### src/common/soc_pkg.sv
`default_nettype none

package soc_pkg;

  typedef logic [31:0] addr_t;
  typedef logic [31:0] data_t;
  typedef logic [3:0]  sel_t;
  typedef logic [3:0]  region_t;
  typedef logic [3:0]  exc_t;
  typedef logic [1:0]  tmr_idx_t;
  typedef logic [1:0]  tmr_off_t;

  // request from the processor, fanned out to all targets
  typedef struct packed {
    logic  cyc;
    logic  we;
    sel_t  sel;
    addr_t adr;
    data_t dat;
  } bus_req_t;

  typedef struct packed {
    logic  ack;
    data_t dat;
  } slave_rsp_t;

  // address bits 31..28
  localparam region_t REGION_VECT  = 4'h0;
  localparam region_t REGION_TIMER = 4'h1;

  // chipselect codes, 0 means no target
  localparam region_t CS_NONE  = 4'h0;
  localparam region_t CS_VECT  = 4'h1;
  localparam region_t CS_TIMER = 4'h2;

  localparam exc_t EXC_RESET  = 4'h0;
  localparam exc_t EXC_MMU    = 4'h1;
  localparam exc_t EXC_TIMER0 = 4'h2;
  localparam exc_t EXC_TIMER1 = 4'h3;
  localparam exc_t EXC_TIMER2 = 4'h4;
  localparam exc_t EXC_TIMER3 = 4'h5;

  // timer registers, address bits 3..2
  localparam tmr_off_t TMR_COUNT   = 2'd0;
  localparam tmr_off_t TMR_COMPARE = 2'd1;
  localparam tmr_off_t TMR_CTRL    = 2'd2;

  localparam int CTRL_EN_BIT   = 0;
  localparam int CTRL_CLR_BIT  = 1;
  localparam int CTRL_FLAG_BIT = 8;

  // byte-enabled update of a stored word
  function automatic data_t merge_bytes(data_t old_w, data_t new_w, sel_t sel);
    data_t res;
    res = old_w;
    for (int b = 0; b < 4; b++)
      if (sel[b])
        res[8*b +: 8] = new_w[8*b +: 8];
    return res;
  endfunction

endpackage

`default_nettype wire

### src/design/mmu.sv
`timescale 1ns/1ns
`default_nettype none

module mmu
  import soc_pkg::*;
#(
  parameter int NUM_TIMERS = 4
)
(
  input  bus_req_t              bus_req_i,
  input  logic                  supervisor_i,
  output region_t               chipselect_o,
  output logic                  vect_stb_o,
  output logic [NUM_TIMERS-1:0] timer_stb_o,
  output logic                  fault_o
);

  region_t  region;
  tmr_idx_t tmr_idx;
  logic     vect_hit;
  logic     timer_hit;
  logic     bad_write;
  logic     bad_index;

  assign region  = bus_req_i.adr[31:28];
  assign tmr_idx = bus_req_i.adr[5:4];

  assign vect_hit  = (region == REGION_VECT);
  assign timer_hit = (region == REGION_TIMER);

  // vector table is writable from supervisor mode only
  assign bad_write = vect_hit & bus_req_i.we & ~supervisor_i;
  assign bad_index = timer_hit & (int'(tmr_idx) >= NUM_TIMERS);

  assign fault_o = bus_req_i.cyc & (~(vect_hit | timer_hit) | bad_write | bad_index);

  always_comb
  begin
    chipselect_o = CS_NONE;
    vect_stb_o   = 1'b0;
    timer_stb_o  = '0;
    // faulting accesses reach no target
    if (bus_req_i.cyc && !fault_o)
    begin
      if (vect_hit)
      begin
        chipselect_o = CS_VECT;
        vect_stb_o   = 1'b1;
      end
      else if (timer_hit)
      begin
        chipselect_o = CS_TIMER;
        for (int k = 0; k < NUM_TIMERS; k++)
          timer_stb_o[k] = (int'(tmr_idx) == k);
      end
    end
  end

endmodule

`default_nettype wire

### src/design/vector_ram.sv
`timescale 1ns/1ns
`default_nettype none

module vector_ram
  import soc_pkg::*;
(
  input  logic       sysclock,
  input  logic       rst_i,
  input  bus_req_t   bus_req_i,
  input  logic       stb_i,
  output slave_rsp_t rsp_o
);

  localparam int DEPTH = 32;

  data_t      mem [DEPTH];
  data_t      rd_q;
  logic [1:0] ack_sr;
  logic [4:0] idx;
  logic       go;
  logic       start;

  assign idx = bus_req_i.adr[6:2];
  assign go  = stb_i & bus_req_i.cyc;

  // first cycle of an access, pipeline still empty
  assign start = go & ~ack_sr[0] & ~ack_sr[1];

  // ack on the second cycle, cleared once the table is deselected
  always_ff @(posedge sysclock or posedge rst_i)
  begin
    if (rst_i)
      ack_sr <= 2'b00;
    else if (!go)
      ack_sr <= 2'b00;
    else
      ack_sr <= {ack_sr[0], start};
  end

  always_ff @(posedge sysclock)
  begin
    if (start && bus_req_i.we)
      mem[idx] <= merge_bytes(mem[idx], bus_req_i.dat, bus_req_i.sel);
    if (start)
      rd_q <= mem[idx];
  end

  assign rsp_o.ack = ack_sr[1];
  assign rsp_o.dat = rd_q;

endmodule

`default_nettype wire

### src/timer/timer_unit.sv
`timescale 1ns/1ns
`default_nettype none

module timer_unit
  import soc_pkg::*;
(
  input  logic       sysclock,
  input  logic       rst_i,
  input  bus_req_t   bus_req_i,
  input  logic       stb_i,
  output slave_rsp_t rsp_o,
  output logic       irq_o
);

  data_t    count_q;
  data_t    compare_q;
  data_t    dat_q;
  data_t    rd_word;
  logic     enable_q;
  logic     flag_q;
  logic     ack_q;
  logic     access;
  logic     wr;
  logic     hit;
  logic     clr_flag;
  tmr_off_t off;

  assign off    = bus_req_i.adr[3:2];
  assign access = stb_i & bus_req_i.cyc & ~ack_q;
  assign wr     = access & bus_req_i.we;
  assign hit    = (count_q == compare_q);

  // write 1 to ctrl bit 1 clears the flag
  assign clr_flag = wr & (off == TMR_CTRL) & bus_req_i.sel[0] & bus_req_i.dat[CTRL_CLR_BIT];

  always_ff @(posedge sysclock or posedge rst_i)
  begin
    if (rst_i)
    begin
      count_q <= '0;
      flag_q  <= 1'b0;
    end
    else
    begin
      if (enable_q)
        count_q <= hit ? '0 : count_q + 1'b1;
      if (clr_flag)
        flag_q <= 1'b0;
      // a match in the same cycle wins over the clear
      if (enable_q && hit)
        flag_q <= 1'b1;
    end
  end

  always_ff @(posedge sysclock or posedge rst_i)
  begin
    if (rst_i)
    begin
      compare_q <= '0;
      enable_q  <= 1'b0;
    end
    else if (wr)
    begin
      case (off)
        TMR_COMPARE: compare_q <= merge_bytes(compare_q, bus_req_i.dat, bus_req_i.sel);
        TMR_CTRL:
        begin
          if (bus_req_i.sel[0])
            enable_q <= bus_req_i.dat[CTRL_EN_BIT];
        end
        default: ;
      endcase
    end
  end

  always_comb
  begin
    rd_word = '0;
    case (off)
      TMR_COUNT:   rd_word = count_q;
      TMR_COMPARE: rd_word = compare_q;
      TMR_CTRL:
      begin
        rd_word[CTRL_EN_BIT]   = enable_q;
        rd_word[CTRL_FLAG_BIT] = flag_q;
      end
      default:     rd_word = '0;
    endcase
  end

  // single ack pulse one cycle after the strobe
  always_ff @(posedge sysclock or posedge rst_i)
  begin
    if (rst_i)
      ack_q <= 1'b0;
    else
      ack_q <= access;
  end

  always_ff @(posedge sysclock)
  begin
    if (access)
      dat_q <= rd_word;
  end

  assign rsp_o.ack = ack_q;
  assign rsp_o.dat = dat_q;
  assign irq_o     = flag_q;

endmodule

`default_nettype wire

### src/design/bus_return.sv
`timescale 1ns/1ns
`default_nettype none

module bus_return
  import soc_pkg::*;
#(
  parameter int NUM_TIMERS = 4
)
(
  input  logic                  sysclock,
  input  logic                  rst_i,
  input  bus_req_t              bus_req_i,
  input  region_t               chipselect_i,
  input  logic                  fault_i,
  input  slave_rsp_t            vect_rsp_i,
  input  slave_rsp_t            timer_rsp_i [NUM_TIMERS],
  input  logic [NUM_TIMERS-1:0] timer_irq_i,
  input  logic                  int_en_i,
  output data_t                 bus_dat_o,
  output logic                  bus_ack_o,
  output exc_t                  cpu_interrupt_o
);

  logic       fault_ack_q;
  logic       timer_ack;
  data_t      timer_dat;
  logic [3:0] irq_all;

  // terminate faulting accesses with a single ack
  always_ff @(posedge sysclock or posedge rst_i)
  begin
    if (rst_i)
      fault_ack_q <= 1'b0;
    else
      fault_ack_q <= fault_i & ~fault_ack_q;
  end

  // only the addressed timer acks
  always_comb
  begin
    timer_dat = '0;
    timer_ack = 1'b0;
    for (int k = 0; k < NUM_TIMERS; k++)
    begin
      if (timer_rsp_i[k].ack)
      begin
        timer_dat = timer_dat | timer_rsp_i[k].dat;
        timer_ack = 1'b1;
      end
    end
  end

  assign bus_dat_o = ((chipselect_i == CS_VECT)  ? vect_rsp_i.dat : '0) |
                     ((chipselect_i == CS_TIMER) ? timer_dat      : '0);

  assign bus_ack_o = bus_req_i.cyc &
                     (((chipselect_i == CS_VECT)  & vect_rsp_i.ack) |
                      ((chipselect_i == CS_TIMER) & timer_ack) |
                      fault_ack_q);

  assign irq_all = 4'(timer_irq_i);

  // priority: fault, then timer 3 down to timer 0
  always_comb
  begin
    cpu_interrupt_o = EXC_RESET;
    if (int_en_i)
    begin
      for (int k = 0; k < 4; k++)
        if (irq_all[k])
          cpu_interrupt_o = exc_t'(int'(EXC_TIMER0) + k);
      if (fault_i)
        cpu_interrupt_o = EXC_MMU;
    end
  end

endmodule

`default_nettype wire

### src/design/soc_fabric.sv
`timescale 1ns/1ns
`default_nettype none

module soc_fabric
  import soc_pkg::*;
#(
  parameter int NUM_TIMERS = 4
)
(
  input  logic     sysclock,
  input  logic     rst_i,
  input  bus_req_t bus_req_i,
  input  logic     supervisor_i,
  input  logic     int_en_i,
  output data_t    bus_dat_o,
  output logic     bus_ack_o,
  output logic     mmu_fault_o,
  output exc_t     cpu_interrupt_o
);

  region_t               chipselect;
  logic                  vect_stb;
  logic                  mmu_fault;
  logic [NUM_TIMERS-1:0] timer_stb;
  logic [NUM_TIMERS-1:0] timer_irq;
  slave_rsp_t            vect_rsp;
  slave_rsp_t            timer_rsp [NUM_TIMERS];

  mmu #(
    .NUM_TIMERS (NUM_TIMERS)
  ) i_mmu (
    .bus_req_i    (bus_req_i),
    .supervisor_i (supervisor_i),
    .chipselect_o (chipselect),
    .vect_stb_o   (vect_stb),
    .timer_stb_o  (timer_stb),
    .fault_o      (mmu_fault)
  );

  vector_ram i_vector_ram (
    .sysclock  (sysclock),
    .rst_i     (rst_i),
    .bus_req_i (bus_req_i),
    .stb_i     (vect_stb),
    .rsp_o     (vect_rsp)
  );

  // one timer per strobe bit
  for (genvar g = 0; g < NUM_TIMERS; g++)
  begin : g_timer
    timer_unit i_timer (
      .sysclock  (sysclock),
      .rst_i     (rst_i),
      .bus_req_i (bus_req_i),
      .stb_i     (timer_stb[g]),
      .rsp_o     (timer_rsp[g]),
      .irq_o     (timer_irq[g])
    );
  end

  bus_return #(
    .NUM_TIMERS (NUM_TIMERS)
  ) i_bus_return (
    .sysclock        (sysclock),
    .rst_i           (rst_i),
    .bus_req_i       (bus_req_i),
    .chipselect_i    (chipselect),
    .fault_i         (mmu_fault),
    .vect_rsp_i      (vect_rsp),
    .timer_rsp_i     (timer_rsp),
    .timer_irq_i     (timer_irq),
    .int_en_i        (int_en_i),
    .bus_dat_o       (bus_dat_o),
    .bus_ack_o       (bus_ack_o),
    .cpu_interrupt_o (cpu_interrupt_o)
  );

  assign mmu_fault_o = mmu_fault;

endmodule

`default_nettype wire

### config.mk
export PLATFORM = sky130hd
export DESIGN_NAME = soc_fabric
export DESIGN_NICKNAME = d
export VERILOG_FILES = /design/src/common/soc_pkg.sv /design/src/design/mmu.sv /design/src/design/vector_ram.sv /design/src/timer/timer_unit.sv /design/src/design/bus_return.sv /design/src/design/soc_fabric.sv
export SDC_FILE = /design/constraint.sdc
export NUM_CORES = 2
export LEC_CHECK = 0
export ABC_AREA = 1
export BUFFER_PORTS_ARGS = -buffer_cell sky130_fd_sc_hd__buf_4
export CELL_PAD_IN_SITES_DETAIL_PLACEMENT = 2
export CELL_PAD_IN_SITES_GLOBAL_PLACEMENT = 2
export CORE_ASPECT_RATIO = 1.75
export CORE_MARGIN = 3
export CORE_UTILIZATION = 44
export CTS_CLUSTER_DIAMETER = 150
export DETAILED_ROUTE_END_ITERATION = 7
export GPL_ROUTABILITY_DRIVEN = 0
export PLACE_DENSITY = 0.8
export SETUP_SLACK_MARGIN = 0.1
export SLEW_MARGIN = 25
export SYNTH_ARGS = -nofsm -noshare
export SYNTH_HDL_FRONTEND = slang
export SYNTH_SLANG_ARGS = --single-unit
### constraint.sdc
create_clock -name sysclock -period 24.9 [get_ports sysclock]
set_clock_uncertainty 0.1 [all_clocks]
set_input_delay 4.98 -clock sysclock [delete_from_list [all_inputs] [get_ports sysclock]]
set_output_delay 4.98 -clock sysclock [all_outputs]
set_load 0.01 [all_outputs]
==> results.toml <==
[status]
status = "completed"

[final_layout]
drive_above_1_share = 0.0727
stdcell_count = 8597
nNetsFinal = 6684
syn2layout_area_growth_pct = 12.1

[die]
die_area_mm2 = 0.150
pin_count = 112
coreArea_mm2 = 0.144
initial_core_util = 0.444
die_x_um = 294
rows = 184
die_h_um = 510

[clock_tree]
post_cts_buffers = 0
cts_max_level = 4
ctsRootBufferMaster = "clkbuf_16"
insertion_delay_ns = 0.84
clock_sinks = 1455
cts_tree = "done"
clockBufferDepth = 3
cts_hold_buf = 0
clkTransAtPathRegs_ns = 0.07
cts_made_buffers = 144
post_cts_resized = 0

[power_and_ir_drop]
power_switching_w = 0.00132
total_power_w = 0.00530
clockPowerShare = 0.429
ir_worst_vdd_mv = 0.0693
powerDensity_mw_per_mm2 = 73.9
internal-power_w = 0.00397
combPwrFrac = 0.066
swShare = 0.250
p_leak_nw = 28.5
seq_power_share = 0.505

[drt]
totalWireLength_mm = 285
drc = 0
vias = 51500
final_antenna_net_count = 0
drt-pass1-iter-count = 6
viasPerCell = 5.99
drt_iter0_drc = 4438
wl_per_cell_um = 33.2

[yosys]
synthFlopType = "edfxtp_1"
ys_ff_latch = 1455
syn_avg_cell_area_um2 = 9.75
syn_nets = 6632
async_reset_ff_frac = 0.186
ys_types = 39
syn-cell-area_mm2 = 0.0639
synth_edf_count = 1184
syn_inst = 6554
synth_warnings = 0
ys_seq_area_frac = 0.662

[worst_setup_path]
path_class = "input pin to output port"
cp-start-kind = "input pin"
path_max_fanout = 28
end_kind = "output port"
cp_data_required_time_ns = 19.82
crit_arrival_ns = 7.10

[timing]
period_minus_slack_ns = 12.18
finalSetupViolations = 0
clock.fmax_mhz = 82.1
worst_slew_pin_slew_ns = 1.14
rsz0062_at_grt = "false"
layout_worst_path_cycle_share = 0.489
slew_viol_final = 0
hold_violations = 0
slew_headroom = 0.240
tns_ns = 0
layout_setup_ws_ns = 12.72

[placed_design]
io_buffers = 87
place_hpwl_mm = 182
preCtsSetupSlack_ns = 12.48
placedCellCount = 8319

[global_routing]
grt_pass1_vias = 57200
grt_antenna_before_repair = 16
overflow = 0
grt_use_total = 0.380
grt_max_degree = 158
grt_pass1_wl_mm = 406

[hold_path]
min_path_type = "flip-flop to flip-flop"

[flow_run]
cap_violations = 0
-- synth_stat cells, types with 5 or more instances --
master | n | area [µm²]
nor3_1 | 22 | 110
nand4_1 | 112 | 701
xor2_1 | 66 | 578
buf_1 | 18 | 67.6
and2_1 | 31 | 194
dfrtp_1 | 271 | 6780
a21oi_1 | 86 | 430
edfxtp_1 | 1184 | 35600
nor2_1 | 494 | 1850
nand2_1 | 2869 | 10800
clkbuf_1 | 197 | 739
buf_2 | 46 | 230
a22o_1 | 26 | 228
xnor2_1 | 60 | 526
o21ai_0 | 172 | 861
o21ai_1 | 40 | 200
o221ai_1 | 5 | 43.8
inv_1 | 435 | 1630
nand3_1 | 292 | 1460
clkinv_1 | 7 | 26.3
o22ai_1 | 70 | 438
nand3_2 | 12 | 120
-- final timing paths --
path / endpoint / depth (start not counted) / slack (ns) / startpoint
max in group asynchronous: g_timer[1].i_timer.count_q[31] / 4 / 18.82 / rst_i
setup reg to reg: i_vector_ram.mem[14][26] / 6 / 20.51 / i_vector_ram.ack_sr[0]
hold reg to reg: i_bus_return.fault_ack_q / 1 / 0.35 / i_bus_return.fault_ack_q
min in group asynchronous: g_timer[0].i_timer.compare_q[2] / 2 / 4.23 / rst_i
setup / recovery: bus_dat_o[21] / 7 / 12.72 / bus_req_i[63]
hold / removal: i_bus_return.fault_ack_q / 1 / 0.35 / i_bus_return.fault_ack_q
-- critical path: stages --
cell and delay, ns:
buf_4 0.11, nor2_2 0.18, nand4_2 0.80, inv_1 0.59, o21ai_0 0.16, nand2_1 0.14, buf_4 0.14
-- final cells by class --
class / instances / area, µm²
inverters: 445 / 1700
clock inverters: 76 / 763
clock buffers: 187 / 3920
flip-flops and latches: 1455 / 42300
fillers: 14900 / 72200
well taps: 1860 / 2330
multi-input cells: 4388 / 19200
diodes: 14 / 35.0
repair buffers: 172 / 1380
-- kinds of logic (layout without fill, tap and decap cells) --
logic type | after synthesis | after routing | share of synthesized area
fa+ha+maj | 4 | 4 | 0.000783
simple gates | 3850 | 3850 | 0.241
flops | 1455 | 1455 | 0.662
other cells | 1 | 15 | 0.0000587
buf+inv | 711 | 880 | 0.0432
xor+xnor | 126 | 126 | 0.0173
compound gates | 407 | 407 | 0.0354
-- cells in the final DEF (no fill, tap or decap), types with 5 or more instances in the layout --
cell type / instances
clkinvlp_4: 6
nor2_4: 39
nand2_2: 31
clkbuf_8: 5
o22ai_1: 70
inv_1: 428
clkbuf_1: 33
xor2_1: 66
edfxtp_1: 1184
o21ai_1: 40
bufinv_16: 12
diode_2: 14
clkinv_1: 28
nor2_1: 454
o21ai_0: 172
o221ai_1: 5
nand3_1: 292
clkinv_2: 23
and2_1: 31
inv_2: 6
a21oi_1: 86
nand3_2: 12
dfrtp_1: 270
nor3_1: 21
clkbuf_16: 149
buf_4: 165
nand2_1: 2838
xnor2_1: 60
buf_12: 5
nand4_1: 112
a22o_1: 26
inv_6: 9
-- power groups by stage --
stage | Clock (W) | Sequential, W | Combinational, W
floorplan | 0 | 0.00272 | 0.000172
global placement | 0 | 0.00272 | 0.000311
detailed placement | 0 | 0.00273 | 0.000331
CTS | 0.00229 | 0.00267 | 0.000341
global route | 0.00237 | 0.00267 | 0.000371
finish | 0.00227 | 0.00267 | 0.000349
-- stage by stage --
| step | cell area (µm²) | hold slack, ns | utilization |
|---|---|---|---|
| 5_1_grt | 71600 | 0.374 | 0.498 |
| 2_1_floorplan | 63900 | 0.303 | - |
| 3_3_place_gp | 66800 | 0.316 | 0.464 |
| 6_report | 71700 | 0.351 | 0.498 |
| 4_1_cts | 71500 | 0.350 | 0.497 |
| 3_5_place_dp | 66800 | 0.338 | 0.465 |
-- state kept, by name (all words and copies together), names as in the netlist --
name                       cells
g_timer.i_timer.ack_q          4
g_timer.i_timer.compare_q    128
g_timer.i_timer.enable_q       4
i_bus_return.fault_ack_q       1
i_vector_ram.rd_q             32
g_timer.i_timer.dat_q        128
g_timer.i_timer.irq_o          4
i_vector_ram.ack_sr            2
g_timer.i_timer.count_q      128
i_vector_ram.mem            1024
-- metal layers --
metal,GRT usage,routed length [µm],up-vias
li1,-,-,21600
met1,0.388,93700,26600
met2,0.664,144000,2311
met3,0.0769,17800,1017
met4,0.327,29000,4
met5,0,40,-
No activity file was read; power rests on OpenSTA's default activity.
